**src/hdl/bus_pkg.sv**
```systemverilog
/*
  Shared bus types. Host order sets arbitration priority, index 0 highest.
  The bus is fixed at 32-bit address and data.
*/
package bus_pkg;

  localparam int unsigned NrHosts   = 3;
  localparam int unsigned NrDevices = 2;

  // Hosts in decreasing priority
  typedef enum logic [1:0] {
    TestUtilHost,
    CoreData,
    CoreInstr
  } bus_host_e;

  typedef enum logic {
    Ram,
    TestUtilDevice
  } bus_device_e;

  // Request fields must stay stable from req until gnt
  typedef struct packed {
    logic        req;
    logic        we;
    logic [3:0]  be;
    logic [31:0] addr;
    logic [31:0] wdata;
  } bus_req_t;

  // Response arrives exactly one cycle after the grant
  typedef struct packed {
    logic        rvalid;
    logic        err;
    logic [31:0] rdata;
  } bus_rsp_t;

endpackage

```
**src/hdl/mem_map_pkg.sv**
```systemverilog
/*
  Address map. Each window is matched as (addr & mask) == base,
  so window sizes must be powers of two.
*/
package mem_map_pkg;

  // 64 kB of RAM
  localparam int unsigned RamSizeWords = 64 * 1024 / 4;
  localparam int unsigned RamIdxWidth  = $clog2(RamSizeWords);

  localparam logic [31:0] RamBase      = 32'h0000_0000;
  localparam logic [31:0] RamMask      = ~32'(RamSizeWords * 4 - 1);
  localparam logic [31:0] TestUtilBase = 32'h0002_0000;
  localparam logic [31:0] TestUtilMask = ~32'h0000_03FF;

  // Register offsets inside the 1 kB test utility window
  typedef enum logic [9:0] {
    SigBegin = 10'h000,
    SigEnd   = 10'h004,
    Halt     = 10'h008
  } test_util_reg_e;

endpackage

```
**src/hdl/bus_router.sv**
```systemverilog
/*
  Address decode and response steering. Responses are expected one cycle
  after a request. Unmapped addresses answer with err and zero rdata.
*/
module bus_router import bus_pkg::*, mem_map_pkg::*; (
  input  logic        clk_i,
  input  logic        rst_n_i,
  input  bus_req_t    sel_req_i,
  input  bus_host_e   sel_host_i,
  output bus_req_t    dev_req_o  [NrDevices],
  input  bus_rsp_t    dev_rsp_i  [NrDevices],
  output bus_rsp_t    host_rsp_o [NrHosts]
);

  logic        hit_ram;
  logic        hit_tu;

  // Steering state for the response in flight
  logic        pending_q;
  logic        miss_q;
  bus_host_e   host_q;
  bus_device_e dev_q;

  assign hit_ram = (sel_req_i.addr & RamMask) == RamBase;
  assign hit_tu  = (sel_req_i.addr & TestUtilMask) == TestUtilBase;

  always_comb begin
    dev_req_o[Ram]                = sel_req_i;
    dev_req_o[Ram].req            = sel_req_i.req && hit_ram;
    dev_req_o[TestUtilDevice]     = sel_req_i;
    dev_req_o[TestUtilDevice].req = sel_req_i.req && hit_tu && !hit_ram;
  end

  always_ff @(posedge clk_i) begin
    if (!rst_n_i) begin
      pending_q <= 1'b0;
      miss_q    <= 1'b0;
      host_q    <= TestUtilHost;
      dev_q     <= Ram;
    end else begin
      pending_q <= sel_req_i.req;
      miss_q    <= sel_req_i.req && !hit_ram && !hit_tu;
      host_q    <= sel_host_i;
      dev_q     <= hit_ram ? Ram : TestUtilDevice;
    end
  end

  // Only the host granted last cycle sees a response
  always_comb begin
    for (int i = 0; i < NrHosts; i++) begin
      host_rsp_o[i] = '0;
      if (pending_q && host_q == bus_host_e'(i[1:0])) begin
        if (miss_q) begin
          host_rsp_o[i].rvalid = 1'b1;
          host_rsp_o[i].err    = 1'b1;
        end else begin
          host_rsp_o[i] = dev_rsp_i[dev_q];
        end
      end
    end
  end

endmodule

```
**config.mk**
```make
export PLATFORM = sky130hd
export DESIGN_NAME = bus_router
export DESIGN_NICKNAME = d
export VERILOG_FILES = /design/src/hdl/bus_pkg.sv /design/src/hdl/mem_map_pkg.sv /design/src/hdl/bus_router.sv
export SDC_FILE = /design/constraint.sdc
export NUM_CORES = 1
export LEC_CHECK = 0
export BUFFER_PORTS_ARGS = -buffer_cell sky130_fd_sc_hd__buf_2
export CORE_AREA = 2 2 147 149
export CTS_CLUSTER_SIZE = 8
export DETAILED_ROUTE_END_ITERATION = 10
export DIE_AREA = 0 0 149 151
export GPL_ROUTABILITY_DRIVEN = 0
export PLACE_DENSITY = 0.51
export SYNTH_ARGS = -nofsm -noshare
export SYNTH_HDL_FRONTEND = slang
export SYNTH_SLANG_ARGS = --single-unit
```
**constraint.sdc**
```tcl
create_clock -name clk_i -period 1.9 [get_ports clk_i]
set_clock_uncertainty 0.05 [all_clocks]
set_input_delay 0.19 -clock clk_i [delete_from_list [all_inputs] [get_ports clk_i]]
set_output_delay 0.19 -clock clk_i [all_outputs]
set_load 0.005 [all_outputs]
```
==> impl_metrics.toml <==
[sta]
slew_violations = 0
worst_pin_slew_ns = 0.299
hold_viol = 0
tns_ns = 0
max-slew-margin-rel_pct = 79.9
rsz0062_at_grt = "false"
min_period_over_period_pct = 97.0
fmax_ghz = 0.543
fin_ws_ns = 0.0578
min_period_ns = 1.84
hold_ws_ns = 0.116
setup_viol = 0

[hold_path]
min_path_type = "in2reg"
hold_start = "sel_host_i[0]"
hold_path_end = "host_q[0]"
min_path_cells = 2

[floorplan]
die_h_microns = 151
core_area_sq_mm = 0.0208
ios = 384
die-width_microns = 149
floorplan.initialDensity_pct = 11.2
num_rows = 53
die-area_sq_mm = 0.0225

[grt]
grt_max_degree = 35
grt_use_met3_pct = 2.92
gr-total-overflow = 0
grt_usage_pct = 7.76
use_met2_pct = 13.7
grt_pass1_wl_microns = 12900
grt-busiest-layer = "met2"
antenna_found_initial = 1
grt_pass1_vias = 2108
grt.met1_usage_pct = 8.58

[yosys]
ys_seq_elements = 5
ys_seq_area_share_pct = 4.31
synth_area_leaders = "buf_4 (46%), nor2_1 (17%), mux2i_1 (14%), or2_2 (8.6%), dfxtp_1 (4.3%)"
netlist.area_leader.share_pct = 45.9
syn_inst = 353
synth.cell_area_sq_mm = 0.00232
ys_types = 22
synth_nets = 495
ys_warn_count = 0
synth.avg_cell_area_sq_um = 6.59
yosys.area.top_type = "buf_4"

[pwr]
powerDensity_mw_per_mm2 = 307
p_leak_uw = 0.00181
peakVddDrop_uv = 222

[cells_and_area]
multi_input_area_sq_mm = 0.00112
utilization_pct = 14.6
final_common_cell = "buf_2"
drive_above_1_share_pct = 65.1
final_cell_area_sq_mm = 0.00303
syn2layout_area_growth_pct = 30.5
finalNetCount = 598
layout_common_cells = "buf_2 (242), nor2_1 (104), mux2i_1 (32), or2_2 (32)"
fillers = 2388
seqCellArea_sq_um = 104

[clock_network]
postCtsSetupBuffers = 0
ctsLongestPathBuffers = 2
cts_tree = "yes"
cts_made_buffers = 3
htreeDepth = 1
path_clk_slew_ns = 0.03
clock_sinks = 5
cts_root_buf = "clkbuf_16"
cts_hold_buf = 0

[setup_path]
max_stage_delay_ns = 0.49
crit_buf_inv = 2
cp-end-kind = "output port"
slowest_stage = "or3b_2"
crit_fanout = 34
crit_family = "simple AND/OR/NAND/NOR gates"
startpoint_type = "flip-flop"
critPathRequiredTime_ns = 1.66
worstSetupPathType = "reg2out"
cp_cell_sequence = "or3b_2, buf_12, nor2_1, buf_2"
crit_path_start = "pending_q"
arrival_ns = 1.60

[run_status]
status = "complete, no violations"

[place]
place_area_sq_mm = 0.00290
io_buffers = 242
place.detailed.hpwl_microns = 8110
pre_cts_slack_ns = 0.0263

[routing]
routed-via-count = 2456
finalWirelength_microns = 10100
final_antenna_net_count = 0
wl_per_cell_microns = 13.7
drt-initial-drc-count = 52
first_pass_iters = 4
avgViaCountPerCell = 3.36
drc = 0

[job]
max_cap_violations = 0
==> flip-flops by register name, indices dropped and copies added (netlist names) <==
name and flops:
host_q 2, dev_q 1, miss_q 1, pending_q 1
==> per-layer routing <==
| metal | vias to the layer above | wire [microns] | part of all wire, % |
|---|---|---|---|
| met5 | - | 0 | 0 |
| met4 | 0 | 235 | 2.3 |
| met3 | 32 | 1290 | 13 |
| met2 | 224 | 4690 | 47 |
| met1 | 1027 | 3840 | 38 |
| li1 | 1173 | - | - |
==> cell type report <==
cell class | instances | share of cell area (%)
timing repair buffer | 253 | 45.4
multi-input combinational | 192 | 37.1
tap | 275 | 11.3
sequential | 5 | 3.42
clock buffer | 4 | 2.60
inverter | 1 | 0.124
antenna | 1 | 0.0825
==> how the worst max path moves through the flow <==
stage / slack (ns) / depth (start not counted) / endpoint
after floorplan: 0.44 / 4 / host_rsp_o[100]
after global placement: 0.07 / 6 / dev_req_o[69]
after detailed placement: 0.03 / 6 / dev_req_o[69]
after CTS: 0.01 / 6 / dev_req_o[69]
after global routing: 0.009 / 5 / host_rsp_o[9]
final: 0.06 / 4 / host_rsp_o[95]
==> synth_stat cells <==
cell type	instances
nor4_1	2
nor2_1	104
or4_1	1
a211oi_1	3
and4_1	1
nor4_4	1
or4_4	3
clkbuf_1	12
buf_2	1
dfxtp_1	5
inv_1	1
nor2b_1	3
buf_4	142
and2_0	1
mux2i_1	32
nand3b_1	2
or4b_1	1
or2_2	32
and2_1	3
nand2_1	1
or3_1	1
or3b_2	1
==> cells by family after synthesis <==
group	Yosys count	synth area share, %
and+or+nand+nor	157	32.8
DFF	5	4.31
buffers and inverters	156	48.2
AOI/OAI and AO/OA	3	0.969
muxes	32	13.8
==> through the flow <==
stage,cells,total power [uW]
CTS,730,950
global route,731,995
floorplan,353,545
finish,731,931
detailed placement,725,589
global placement,725,587
==> what timing repair did <==
item / CTS / global route
endpoints found under the setup margin: 2 / 21
gates cloned: 1 / 0
gates resized for setup: 1 / 4
==> where the power goes <==
group / total, uW / internal (uW) / switching (uW)
logic: 469 / 242 / 227
clock network: 342 / 278 / 64.1
registers: 121 / 111 / 9.50
(Power assumes the default switching activity.)
