**config.mk**
```make
export PLATFORM = sky130hd
export DESIGN_NAME = bus_arbiter
export DESIGN_NICKNAME = d
export VERILOG_FILES = /design/src/hdl/bus_pkg.sv /design/src/hdl/bus_arbiter.sv
export SDC_FILE = /design/constraint.sdc
export NUM_CORES = 1
export LEC_CHECK = 0
export BUFFER_PORTS_ARGS = -buffer_cell sky130_fd_sc_hd__buf_4
export CAP_MARGIN = 20
export CORE_AREA = 10 10 104 106
export CTS_BUF_LIST = sky130_fd_sc_hd__clkbuf_4 sky130_fd_sc_hd__clkbuf_8 sky130_fd_sc_hd__clkbuf_16
export CTS_CLUSTER_SIZE = 30
export DETAILED_ROUTE_END_ITERATION = 8
export DIE_AREA = 0 0 114 116
export PLACE_DENSITY = 0.69
export SLEW_MARGIN = 20
export SYNTH_ARGS = -nofsm -noshare
export SYNTH_HDL_FRONTEND = slang
export SYNTH_SLANG_ARGS = --single-unit
```
**constraint.sdc**
```tcl
create_clock -name clk_i -period 1.4 [get_ports clk_i]
set_clock_uncertainty 0.2 [all_clocks]
set_input_delay 0.14 -clock clk_i [delete_from_list [all_inputs] [get_ports clk_i]]
set_output_delay 0.14 -clock clk_i [all_outputs]
set_load 0.05 [all_outputs]
```
**src/hdl/bus_pkg.sv**
```systemverilog
/*
  Shared bus types. Host order sets arbitration priority, index 0 highest.
  The bus is fixed at 32-bit address and data.
*/
package bus_pkg;

  localparam int unsigned NrHosts   = 3;
  localparam int unsigned NrDevices = 2;

  // Hosts in decreasing priority
  typedef enum logic [1:0] {
    TestUtilHost,
    CoreData,
    CoreInstr
  } bus_host_e;

  typedef enum logic {
    Ram,
    TestUtilDevice
  } bus_device_e;

  // Request fields must stay stable from req until gnt
  typedef struct packed {
    logic        req;
    logic        we;
    logic [3:0]  be;
    logic [31:0] addr;
    logic [31:0] wdata;
  } bus_req_t;

  // Response arrives exactly one cycle after the grant
  typedef struct packed {
    logic        rvalid;
    logic        err;
    logic [31:0] rdata;
  } bus_rsp_t;

endpackage

```
**src/hdl/bus_arbiter.sv**
```systemverilog
/*
  Fixed priority arbiter, lowest host index wins. Grants are combinational.
  A host is not granted in the cycle its previous response returns.
*/
module bus_arbiter import bus_pkg::*; (
  input  logic      clk_i,
  input  logic      rst_n_i,
  input  bus_req_t  host_req_i [NrHosts],
  output logic      host_gnt_o [NrHosts],
  output bus_req_t  sel_req_o,
  output bus_host_e sel_host_o
);

  // One flag per host, set for the cycle its response is in flight
  logic [NrHosts-1:0] busy_q;
  logic               found;

  always_comb begin
    found      = 1'b0;
    sel_req_o  = '0;
    sel_host_o = TestUtilHost;
    for (int i = 0; i < NrHosts; i++) begin
      host_gnt_o[i] = 1'b0;
    end
    for (int i = 0; i < NrHosts; i++) begin
      if (!found && host_req_i[i].req && !busy_q[i]) begin
        found         = 1'b1;
        host_gnt_o[i] = 1'b1;
        sel_req_o     = host_req_i[i];
        sel_host_o    = bus_host_e'(i[1:0]);
      end
    end
  end

  always_ff @(posedge clk_i) begin
    if (!rst_n_i) begin
      busy_q <= '0;
    end else begin
      for (int i = 0; i < NrHosts; i++) begin
        busy_q[i] <= host_gnt_o[i];
      end
    end
  end

endmodule

```
==> results of run 1 <==
==> cell families after synthesis <==
family / count (synthesis) / share of synthesized area [%]
AND/OR/NAND/NOR: 80 / 34.6
buffers and inverters: 24 / 16.3
AO/OA/AOI/OAI: 69 / 45.2
flip-flops: 3 / 3.92
==> cell type report <==
| class | instances | area (µm²) | area share (%) |
|---|---|---|---|
| Timing Repair Buffer | 295 | 2560 | 62.0 |
| Multi-Input combinational cell | 149 | 1320 | 32.0 |
| Tap cell | 108 | 135 | 3.27 |
| Sequential cell | 3 | 62.6 | 1.51 |
| Clock buffer | 4 | 48.8 | 1.18 |
==> through the flow <==
stage | instance area [µm²] | TNS, ns | util, %
after floorplan | 1660 | -15.97 | -
after global placement | 3780 | -17.74 | 43.5
after detailed placement | 3780 | -19.23 | 43.5
after CTS | 4010 | -36.65 | 46.2
after global routing | 4130 | -39.72 | 47.6
final | 4130 | -35.73 | 47.6
==> tightest hold or removal path: cells and delay by family <==
family | cells | cell delay, ns
and+or+nand+nor | 3 | 0.27
buffers and inverters | 2 | 0.28
==> power groups by stage <==
| stage | Combinational, mW | Clock, mW | Sequential, mW |
|---|---|---|---|
| floorplan | 1.37 | 0 | 0.0942 |
| global placement | 2.17 | 0 | 0.0944 |
| detailed placement | 2.18 | 0 | 0.0946 |
| CTS | 2.30 | 0.278 | 0.0937 |
| global route | 2.47 | 0.283 | 0.0940 |
| finish | 2.36 | 0.269 | 0.0937 |
==> synth_stat cells <==
cell type / number
clkbuf_1: 6
a221o_2: 1
nor3_4: 1
nor2b_4: 3
and2_2: 1
and2_1: 71
dfxtp_1: 3
nand2_1: 1
a221o_1: 68
buf_6: 8
nor2_1: 1
buf_8: 7
nor2b_1: 1
buf_2: 1
buf_12: 1
buf_4: 1
nand2b_1: 1
==> per-layer routing <==
layer	vias to the layer above	GRT usage (%)	part of all wire (%)
met1	1144	14.0	34
met2	172	26.9	53
met5	-	0	0
li1	1263	-	-
met4	0	2.01	0.55
met3	6	7.03	12
==> what timing repair did <==
action | in CTS | in global routing
endpoints found under the setup margin | 75 | 77
setup buffers | 0 | 0
hold buffers | 1 | 0
resized for setup | 47 | 32
cloned | 0 | 0
hold endpoints to repair | 3 | 0
==> path summary, 6_finish.rpt <==
check / startpoint / to / slack (ns)
worst max-delay path: busy_q[0] / sel_req_o[68] / -0.52
worst min-delay path: host_req_i[69] / busy_q[2] / 0.34
worst max register to register: busy_q[1] / busy_q[1] / 0.04
worst min register to register: busy_q[0] / busy_q[0] / 0.58
==> metrics.md, run 1 <==
| Metric | Value |
|---|---|
| Power Internal | `1.40 mW` |
| HPWL Detailed | `9.27 mm` |
| Die Height | `116 µm` |
| Worst path top cell family by delay | `compound AO/OA/AOI/OAI gates` |
| Total GRT Usage | `14.3%` |
| Hold Path Stages | `5` |
| Final Hold Fails | `0` |
| Power, Total | `2.72 mW` |
| Gr ovfl total | `0` |
| Hold slack final | `0.341 ns` |
| CP max FO | `37` |
| Largest regs | `busy_q (3)` |
| Vias in the first global route | `2843` |
| Critical path, cell by cell | `nor2b_4 -> nor2b_4 -> buf_12 -> a221o_2 -> buf_6` |
| DRT Pass-1 Iters | `4` |
| Share of cells above drive strength 1 | `83.6%` |
| Hold crit path type | `in -> reg` |
| Netlist Area Pre-Place | `1530 µm²` |
| Worst path depth | `5` |
| Clk buf depth | `2` |
| Clock power share | `9.9%` |
| Slowest stage delay, CP | `0.41 ns` |
| Largest net degree at the start of global routing | `39` |
| Drt via density | `4.62` |
| Syn_nets | `388` |
| Reg with most FFs | `busy_q` |
| Routed WL per cell | `19.7 µm` |
| R2R depth | `4` |
| Min cycle time layout | `1.92 ns` |
| Starting DRT DRC Count | `152` |
| Mapped Avg Cell Area | `8.70 µm²` |
| Most frequent cells in the layout | `buf_4 (215), buf_6 (73), and2_1 (71), a221o_2 (69), buf_12 (5)` |
| Peak VDD IR | `346 µV` |
| Die width | `114 µm` |
| Routed WL | `11.0 mm` |
| Ys Warns | `0` |
| Fmax | `520 MHz` |
| Final std cells w/o fill | `559` |
| Max-capacitance violation count | `0` |
| Max-Slew Margin vs Limit | `83.1%` |
| Sw power | `1.32 mW` |
| IO buf count | `286` |
| P&R area growth vs syn | `170%` |
| Leakage | `2.08 nW` |
| # IOs | `287` |
| Critical path endpoint category | `output port` |
| Clk pin slew, worst setup/hold paths | `0.03 ns` |
| Placed cell count | `554` |
| Max reg flops | `3` |
| Final ANT Viol Nets | `0` |
| Critical path buffer and inverter count | `2` |
| Final setup margin | `-0.523 ns` |
| CP dominant cell by count | `nor2b_4` |
| Fill count | `806` |
| Least-Margin Pin Slew | `0.253 ns` |
| Final layout net count | `664` |
| Initial antenna violation count | `0` |
| Area leader, netlist | `a221o_1` |
| Share of the synthesized area in the top cell type | `44.4%` |
| Slowest cell on the critical path | `a221o_2` |
| H-Tree Depth | `1` |
| Full die area | `13200 µm²` |
| Core area | `8680 µm²` |
| Yosys reg bits | `3` |
| Failing checks | `setup timing` |
| Final Cycle Share | `137%` |
| Setup-failing EPs final | `75` |
| Post-synthesis sequential area ratio | `3.92%` |
| Pwr Density | `659 nW/µm²` |
| Total CTS buffers | `3` |
| Switching part of the total | `48.5%` |
| Root Buffer | `clkbuf_8` |
| Count of cell types in the netlist | `17` |
| Seq pwr share | `3.4%` |
| Largest cells by area after synthesis | `a221o_1 (44%), and2_1 (29%), buf_8 (6.9%), buf_6 (5.9%), dfxtp_1 (3.9%)` |
| Pre-CTS WS | `-0.318 ns` |
| First-pass GRT wire length | `15.4 mm` |
| Antenna Cells | `0` |
| TritonCTS clock tree | `yes` |
| Max-slew violations | `0` |
| TritonCTS Sinks | `3` |
| Comb pwr share | `86.7%` |
| Critical path class | `reg -> out` |
| Clk_lat worst skew | `0.21 ns` |
| Routability cong. | `0.803` |
| CP arrival | `1.58 ns` |
| Residual DRC | `0` |
| Synthesized instance count | `176` |
| Unrepaired setup endpoints after global routing | `true` |
| Initial Utilization | `17.6%` |
| # rows | `34` |
| Most common cell after layout, fill and taps aside | `buf_4` |
| Vias | `2585` |
| Critical Path Source Type | `register` |
| Status | `finished, violations left` |
| Data required, critical path | `1.06 ns` |
No activity file was read; power rests on OpenSTA's default activity.
==> run 2, diff against run 1 <==
- ABC_AREA: default -> 1
- CORE_AREA: 10 10 104 106 -> 10 10 102 104
- DIE_AREA: 0 0 114 116 -> 0 0 112 114
- PLACE_DENSITY: 0.69 -> 0.78
==> run 2 against run 1 <==
  * The run still ends with setup timing left
  * Clock power about the same
  * Global-route usage up 9.3 points
  * Combinational power increased by 45%
  * Sequential share of layout area shrank 0.53 points
  * Critical path depth up 4
  * Cell area up 53%
==> metrics.md, run 2 <==
| Metric | Value |
|---|---|
| Yosys reg bits | `3` |
| Mapped Avg Cell Area | `4.46 µm²` |
| P&R area growth vs syn | `200%` |
| Placed Area | `4930 µm²` |
| CP dominant cell by count | `buf_8` |
| Clk buf depth | `2` |
| Max-capacitance violation count | `0` |
| Count of cell types in the netlist | `15` |
| Top Usage Layer GRT | `met2` |
| TritonCTS Sinks | `3` |
| GR Util met2 | `42.7%` |
| Most common cell after layout, fill and taps aside | `buf_4` |
| First-pass GRT wire length | `24.4 mm` |
| Hold crit path type | `in -> reg` |
| Critical Path Source Type | `register` |
| R2r setup slk | `-0.14 ns` |
| Final std cells w/o fill | `874` |
| DRT Pass-1 Iters | `5` |
| Setup-failing EPs final | `76` |
| Final setup margin | `-0.398 ns` |
| Max-slew violations | `0` |
| Final ANT Viol Nets | `0` |
| Share of cells above drive strength 1 | `66.4%` |
| # IOs | `287` |
| Min cycle time layout | `1.80 ns` |
| Gr ovfl total | `0` |
| Routability cong. | `0.915` |
| H-Tree Depth | `1` |
| Netlist Area Pre-Place | `2110 µm²` |
| Slowest cell on the critical path | `dfxtp_2` |
| Unrepaired setup endpoints after global routing | `true` |
| Count leader, synth | `nand2_1` |
| Post-synth EDFFs | `0` |
| Residual DRC | `0` |
| Max reg flops | `3` |
| Die Height | `114 µm` |
| Antenna Cells | `0` |
| Vias | `4298` |
| Starting DRT DRC Count | `354` |
| Status | `finished, violations left` |
| Slowest stage delay, CP | `0.33 ns` |
| Primary FF master, synth | `dfxtp_1` |
| Final layout net count | `979` |
| IO buf count | `286` |
| Data required, critical path | `1.06 ns` |
| Reg with most FFs | `busy_q` |
| CP arrival | `1.46 ns` |
| Grt met1 use | `24.6%` |
| Fmax | `556 MHz` |
| Die width | `112 µm` |
| Async SR Flop Fraction | `0%` |
| Most frequent cells in the layout | `buf_4 (213), nand2_1 (125), nand3_1 (111), buf_8 (74), nand2_4 (69)` |
| Initial antenna violation count | `0` |
| Final Cycle Share | `128%` |
| Largest cells by area after synthesis | `nand2_1 (38%), nand3_1 (33%), clkinv_1 (7.5%), inv_1 (6.0%), buf_2 (5.9%)` |
| Placed cell count | `846` |
| Post-route cell area | `6330 µm²` |
| Post-synth top cells | `nand2_1 (212), nand3_1 (138), clkinv_1 (42)` |
| Final core occ | `74.8%` |
| TritonCTS clock tree | `yes` |
| Syn_nets | `686` |
| Synthesized instance count | `474` |
| Routed WL | `16.6 mm` |
| Largest regs | `busy_q (3)` |
| Full die area | `12800 µm²` |
| Drt via density | `4.92` |
| Area leader, netlist | `nand2_1` |
| Leakage | `3.32 nW` |
| Initial Utilization | `25.0%` |
| Core area | `8470 µm²` |
| Ys Warns | `0` |
| Least-Margin Pin Slew | `0.236 ns` |
| Max-Slew Margin vs Limit | `84.3%` |
| Total GRT Usage | `23.5%` |
| Critical path endpoint category | `output port` |
| Setup_tns | `-25.69 ns` |
| Clk_lat worst skew | `0.21 ns` |
| CP max FO | `8` |
| Largest net degree at the start of global routing | `49` |
| Root Buffer | `clkbuf_8` |
| Critical path, cell by cell | `nor2_4 -> buf_12 -> buf_8 -> buf_16 -> nand3_1 -> nand2_1 -> inv_2 -> nand2_4 -> buf_8` |
| Peak VDD IR | `370 µV` |
| Vias in the first global route | `4485` |
| Post-synthesis sequential area ratio | `2.84%` |
| Clk pin slew, worst setup/hold paths | `0.03 ns` |
| Critical path class | `reg -> out` |
| # rows | `34` |
| Final Hold Fails | `0` |
| HPWL Detailed | `11.3 mm` |
| Failing checks | `setup timing` |
| Routed WL per cell | `19.0 µm` |
| Met3 Usage GRT | `7.72%` |
| Share of the synthesized area in the top cell type | `37.7%` |
| Pwr Density | `600 nW/µm²` |
| Total CTS buffers | `3` |
run 2: power by group:
part / internal (mW) / switching, mW
clock: 0.213 / 0.0559
combinational: 1.56 / 1.87
sequential: 0.0911 / 0.00403
total: 1.87 / 1.93
run 2: cell type report:
cell class	instances	area (µm²)
fillers	600	2140
flip-flops and latches	3	62.6
multi-input cells	356	2250
well taps	108	135
repair buffers	324	3480
inverters	79	348
clock buffers	4	48.8
run 2: critical path, delay by kind of cell, from the launching register on:
family | cells | cell delay [ns]
buf+inv | 5 | 0.57
flops | 1 | 0.33
simple gates | 4 | 0.33
run 2: worst paths after layout:
| path | startpoint | endpoint | cells past startpoint |
|---|---|---|---|
| worst max-delay path | busy_q[1] | sel_req_o[57] | 9 |
| worst min-delay path | host_req_i[209] | busy_q[0] | 5 |
| worst max register to register | busy_q[1] | busy_q[1] | 9 |
| worst min register to register | busy_q[2] | busy_q[2] | 5 |
run 2: kinds of logic (layout without fill, tap and decap cells):
kind of cell	count (synthesis)	count (layout)	share of synthesized area [%]
flops	3	3	2.84
simple gates	356	356	72.0
buf+inv	115	407	25.2
run 2: timing repair:
action / in CTS / in global routing
endpoints found under the hold margin: 3 / 0
resized for setup: 231 / 44
buffers inserted: 9 / 1
cloned: 10 / 4
pin swaps: 12 / 7
setup endpoints to repair: 76 / 76
hold buffers: 1 / 0
run 2: through the flow:
| stage | worst slack [ns] | power (mW) | hold slack, ns |
|---|---|---|---|
| after floorplan | -0.100 | 1.75 | 0.0916 |
| after global placement | -0.218 | 2.68 | 0.194 |
| after detailed placement | -0.277 | 2.71 | 0.196 |
| after CTS | -0.392 | 3.68 | 0.329 |
| after global routing | -0.504 | 3.98 | 0.367 |
| final | -0.398 | 3.80 | 0.357 |
run 2: layer usage:
| metal | vias up | part of all wire (%) |
|---|---|---|
| li1 | 2040 | - |
| met1 | 1956 | 35 |
| met2 | 260 | 51 |
| met3 | 42 | 9.9 |
| met4 | 0 | 3.9 |
| met5 | - | 0 |
==> run 3, diff against run 2 <==
- SKIP_LAST_GASP: default -> 1
==> run 3 against run 2 <==
  * The run still ends with setup timing left
  * Via count is 0.37% lower
  * Die area stayed put
  * Clock-buffer cell count stayed put
==> metrics.md, run 3 (synthesis gave the netlist of run 2 again) <==
| Metric | Value |
|---|---|
| First-pass GRT wire length | `24.1 mm` |
| Least-Margin Pin Slew | `0.261 ns` |
| Share of cells above drive strength 1 | `61.6%` |
| Initial Utilization | `25.0%` |
| Switching part of the total | `51.1%` |
| Setup_tns | `-27.98 ns` |
| Reg with most FFs | `busy_q` |
| Sw power | `1.91 mW` |
| Critical Path Source Type | `register` |
| IO buf count | `286` |
| CP dominant cell by count | `buf_12` |
| Antenna Cells | `0` |
| Failing checks | `setup timing` |
| Routed WL | `16.7 mm` |
| # rows | `34` |
| Peak VDD IR | `363 µV` |
| Vias | `4282` |
| Power Internal | `1.83 mW` |
| Min cycle time layout | `1.81 ns` |
| Drt via density | `4.90` |
| Final core occ | `73.6%` |
| Die width | `112 µm` |
| Setup-failing EPs final | `76` |
| Fmax | `552 MHz` |
| Status | `finished, violations left` |
| Final ANT Viol Nets | `0` |
| CP arrival | `1.47 ns` |
| Vias in the first global route | `4450` |
| Clk buf depth | `2` |
| Clk pin slew, worst setup/hold paths | `0.03 ns` |
| Residual DRC | `0` |
| Clk_lat worst skew | `0.22 ns` |
| Pwr Density | `600 nW/µm²` |
| Total CTS buffers | `3` |
| Max-capacitance violation count | `0` |
| Critical path endpoint category | `output port` |
| Hold crit path type | `in -> reg` |
| Gr ovfl total | `0` |
| Routability cong. | `0.915` |
| Most frequent cells in the layout | `buf_4 (213), nand2_1 (132), nand3_1 (115), nand2_4 (68), buf_8 (62)` |
| TritonCTS Sinks | `3` |
| Root Buffer | `clkbuf_8` |
| DRT Pass-1 Iters | `5` |
| Most common cell after layout, fill and taps aside | `buf_4` |
| Unrepaired setup endpoints after global routing | `true` |
| Slowest stage delay, CP | `0.33 ns` |
| Full die area | `12800 µm²` |
| Final Cycle Share | `129%` |
| Final setup margin | `-0.410 ns` |
| Final layout net count | `979` |
| HPWL Detailed | `11.3 mm` |
| # IOs | `287` |
| P&R area growth vs syn | `195%` |
| Starting DRT DRC Count | `265` |
| Max-Slew Margin vs Limit | `82.6%` |
| Max reg flops | `3` |
| TritonCTS clock tree | `yes` |
| Max-slew violations | `0` |
| Largest net degree at the start of global routing | `49` |
| Seq pwr share | `2.5%` |
| Slowest cell on the critical path | `dfxtp_2` |
| Comb pwr share | `90.2%` |
| H-Tree Depth | `1` |
| Total GRT Usage | `23.2%` |
| Leakage | `3.25 nW` |
| Clock power share | `7.3%` |
| Initial antenna violation count | `0` |
| Final Hold Fails | `0` |
| Critical path, cell by cell | `nor2_4 -> buf_12 -> buf_12 -> clkbuf_16 -> nand3_1 -> nand2_1 -> inv_1 -> nand2_4 -> buf_8` |
| Die Height | `114 µm` |
| Largest regs | `busy_q (3)` |
| Placed Area | `4930 µm²` |
| Core area | `8470 µm²` |
| Routed WL per cell | `19.1 µm` |
| Critical path class | `reg -> out` |
| CP max FO | `4` |
| Data required, critical path | `1.06 ns` |
| Post-route cell area | `6230 µm²` |
-- run 3: cell types whose count changed in the layout (fill, tap and decap cells not counted), moves of 3 or more --
cell / previous run / this run
clkinv_1: 8 / 31
clkinv_2: 14 / 9
buf_8: 74 / 62
nand3_2: 27 / 23
buf_6: 6 / 18
inv_2: 43 / 22
nand2_1: 125 / 132
nand2_2: 17 / 11
nand3_1: 111 / 115
inv_1: 8 / 11
-- run 3: timing repair --
action | 4_1_cts | 5_1_grt
hold buffers | 1 | 0
buffers inserted | 9 | 1
pin swaps | 11 | 3
hold endpoints to repair | 3 | 0
endpoints found under the setup margin | 76 | 77
gates resized for setup | 191 | 33
gates cloned | 10 | 4
-- run 3: cell type report --
type | count | area [µm²]
Clock buffer | 4 | 48.8
Fill cell | 615 | 2240
Inverter | 79 | 334
Multi-Input combinational cell | 356 | 2210
Sequential cell | 3 | 62.6
Tap cell | 108 | 135
Timing Repair Buffer | 324 | 3440
-- run 3: metal layers --
metal  routed length, µm  global-route usage [%]  vias up  share of wire (%)
met5                   0                       0        -                  0
met4                 580                    9.14        0                3.5
met3                1690                    7.87       42                 10
met2                8580                    42.2      253                 51
met1                5860                    24.1     1948                 35
li1                    -                       -     2039                  -
-- run 3: path summary, 6_finish.rpt --
path / from / to / slack [ns] / cells after the start
worst max register to register: busy_q[1] / busy_q[1] / -0.13 / 9
worst min-delay path: host_req_i[209] / busy_q[0] / 0.34 / 5
worst min register to register: busy_q[2] / busy_q[2] / 0.63 / 5
worst max-delay path: busy_q[1] / sel_req_o[20] / -0.41 / 9
-- run 3: per-stage QoR --
stage	total power, mW	hold WS, ns	cells	setup WS (ns)
finish	3.74	0.339	874	-0.410
global route	3.92	0.353	874	-0.482
CTS	3.60	0.320	869	-0.394
detailed placement	2.71	0.196	846	-0.277
global placement	2.68	0.194	846	-0.218
floorplan	1.75	0.0916	474	-0.100
-- run 3: critical path: cells and delay by family, from the launching register on --
kind	cells	cell delay, ns
flops	1	0.33
simple gates	4	0.31
buf+inv	5	0.61
-- run 3: power by group through the flow --
stage	clock network, mW	registers [mW]	logic, mW
6_report	0.272	0.0951	3.37
4_1_cts	0.279	0.0950	3.23
5_1_grt	0.293	0.0954	3.53
3_3_place_gp	0	0.0948	2.59
2_1_floorplan	0	0.0937	1.65
3_5_place_dp	0	0.0946	2.62
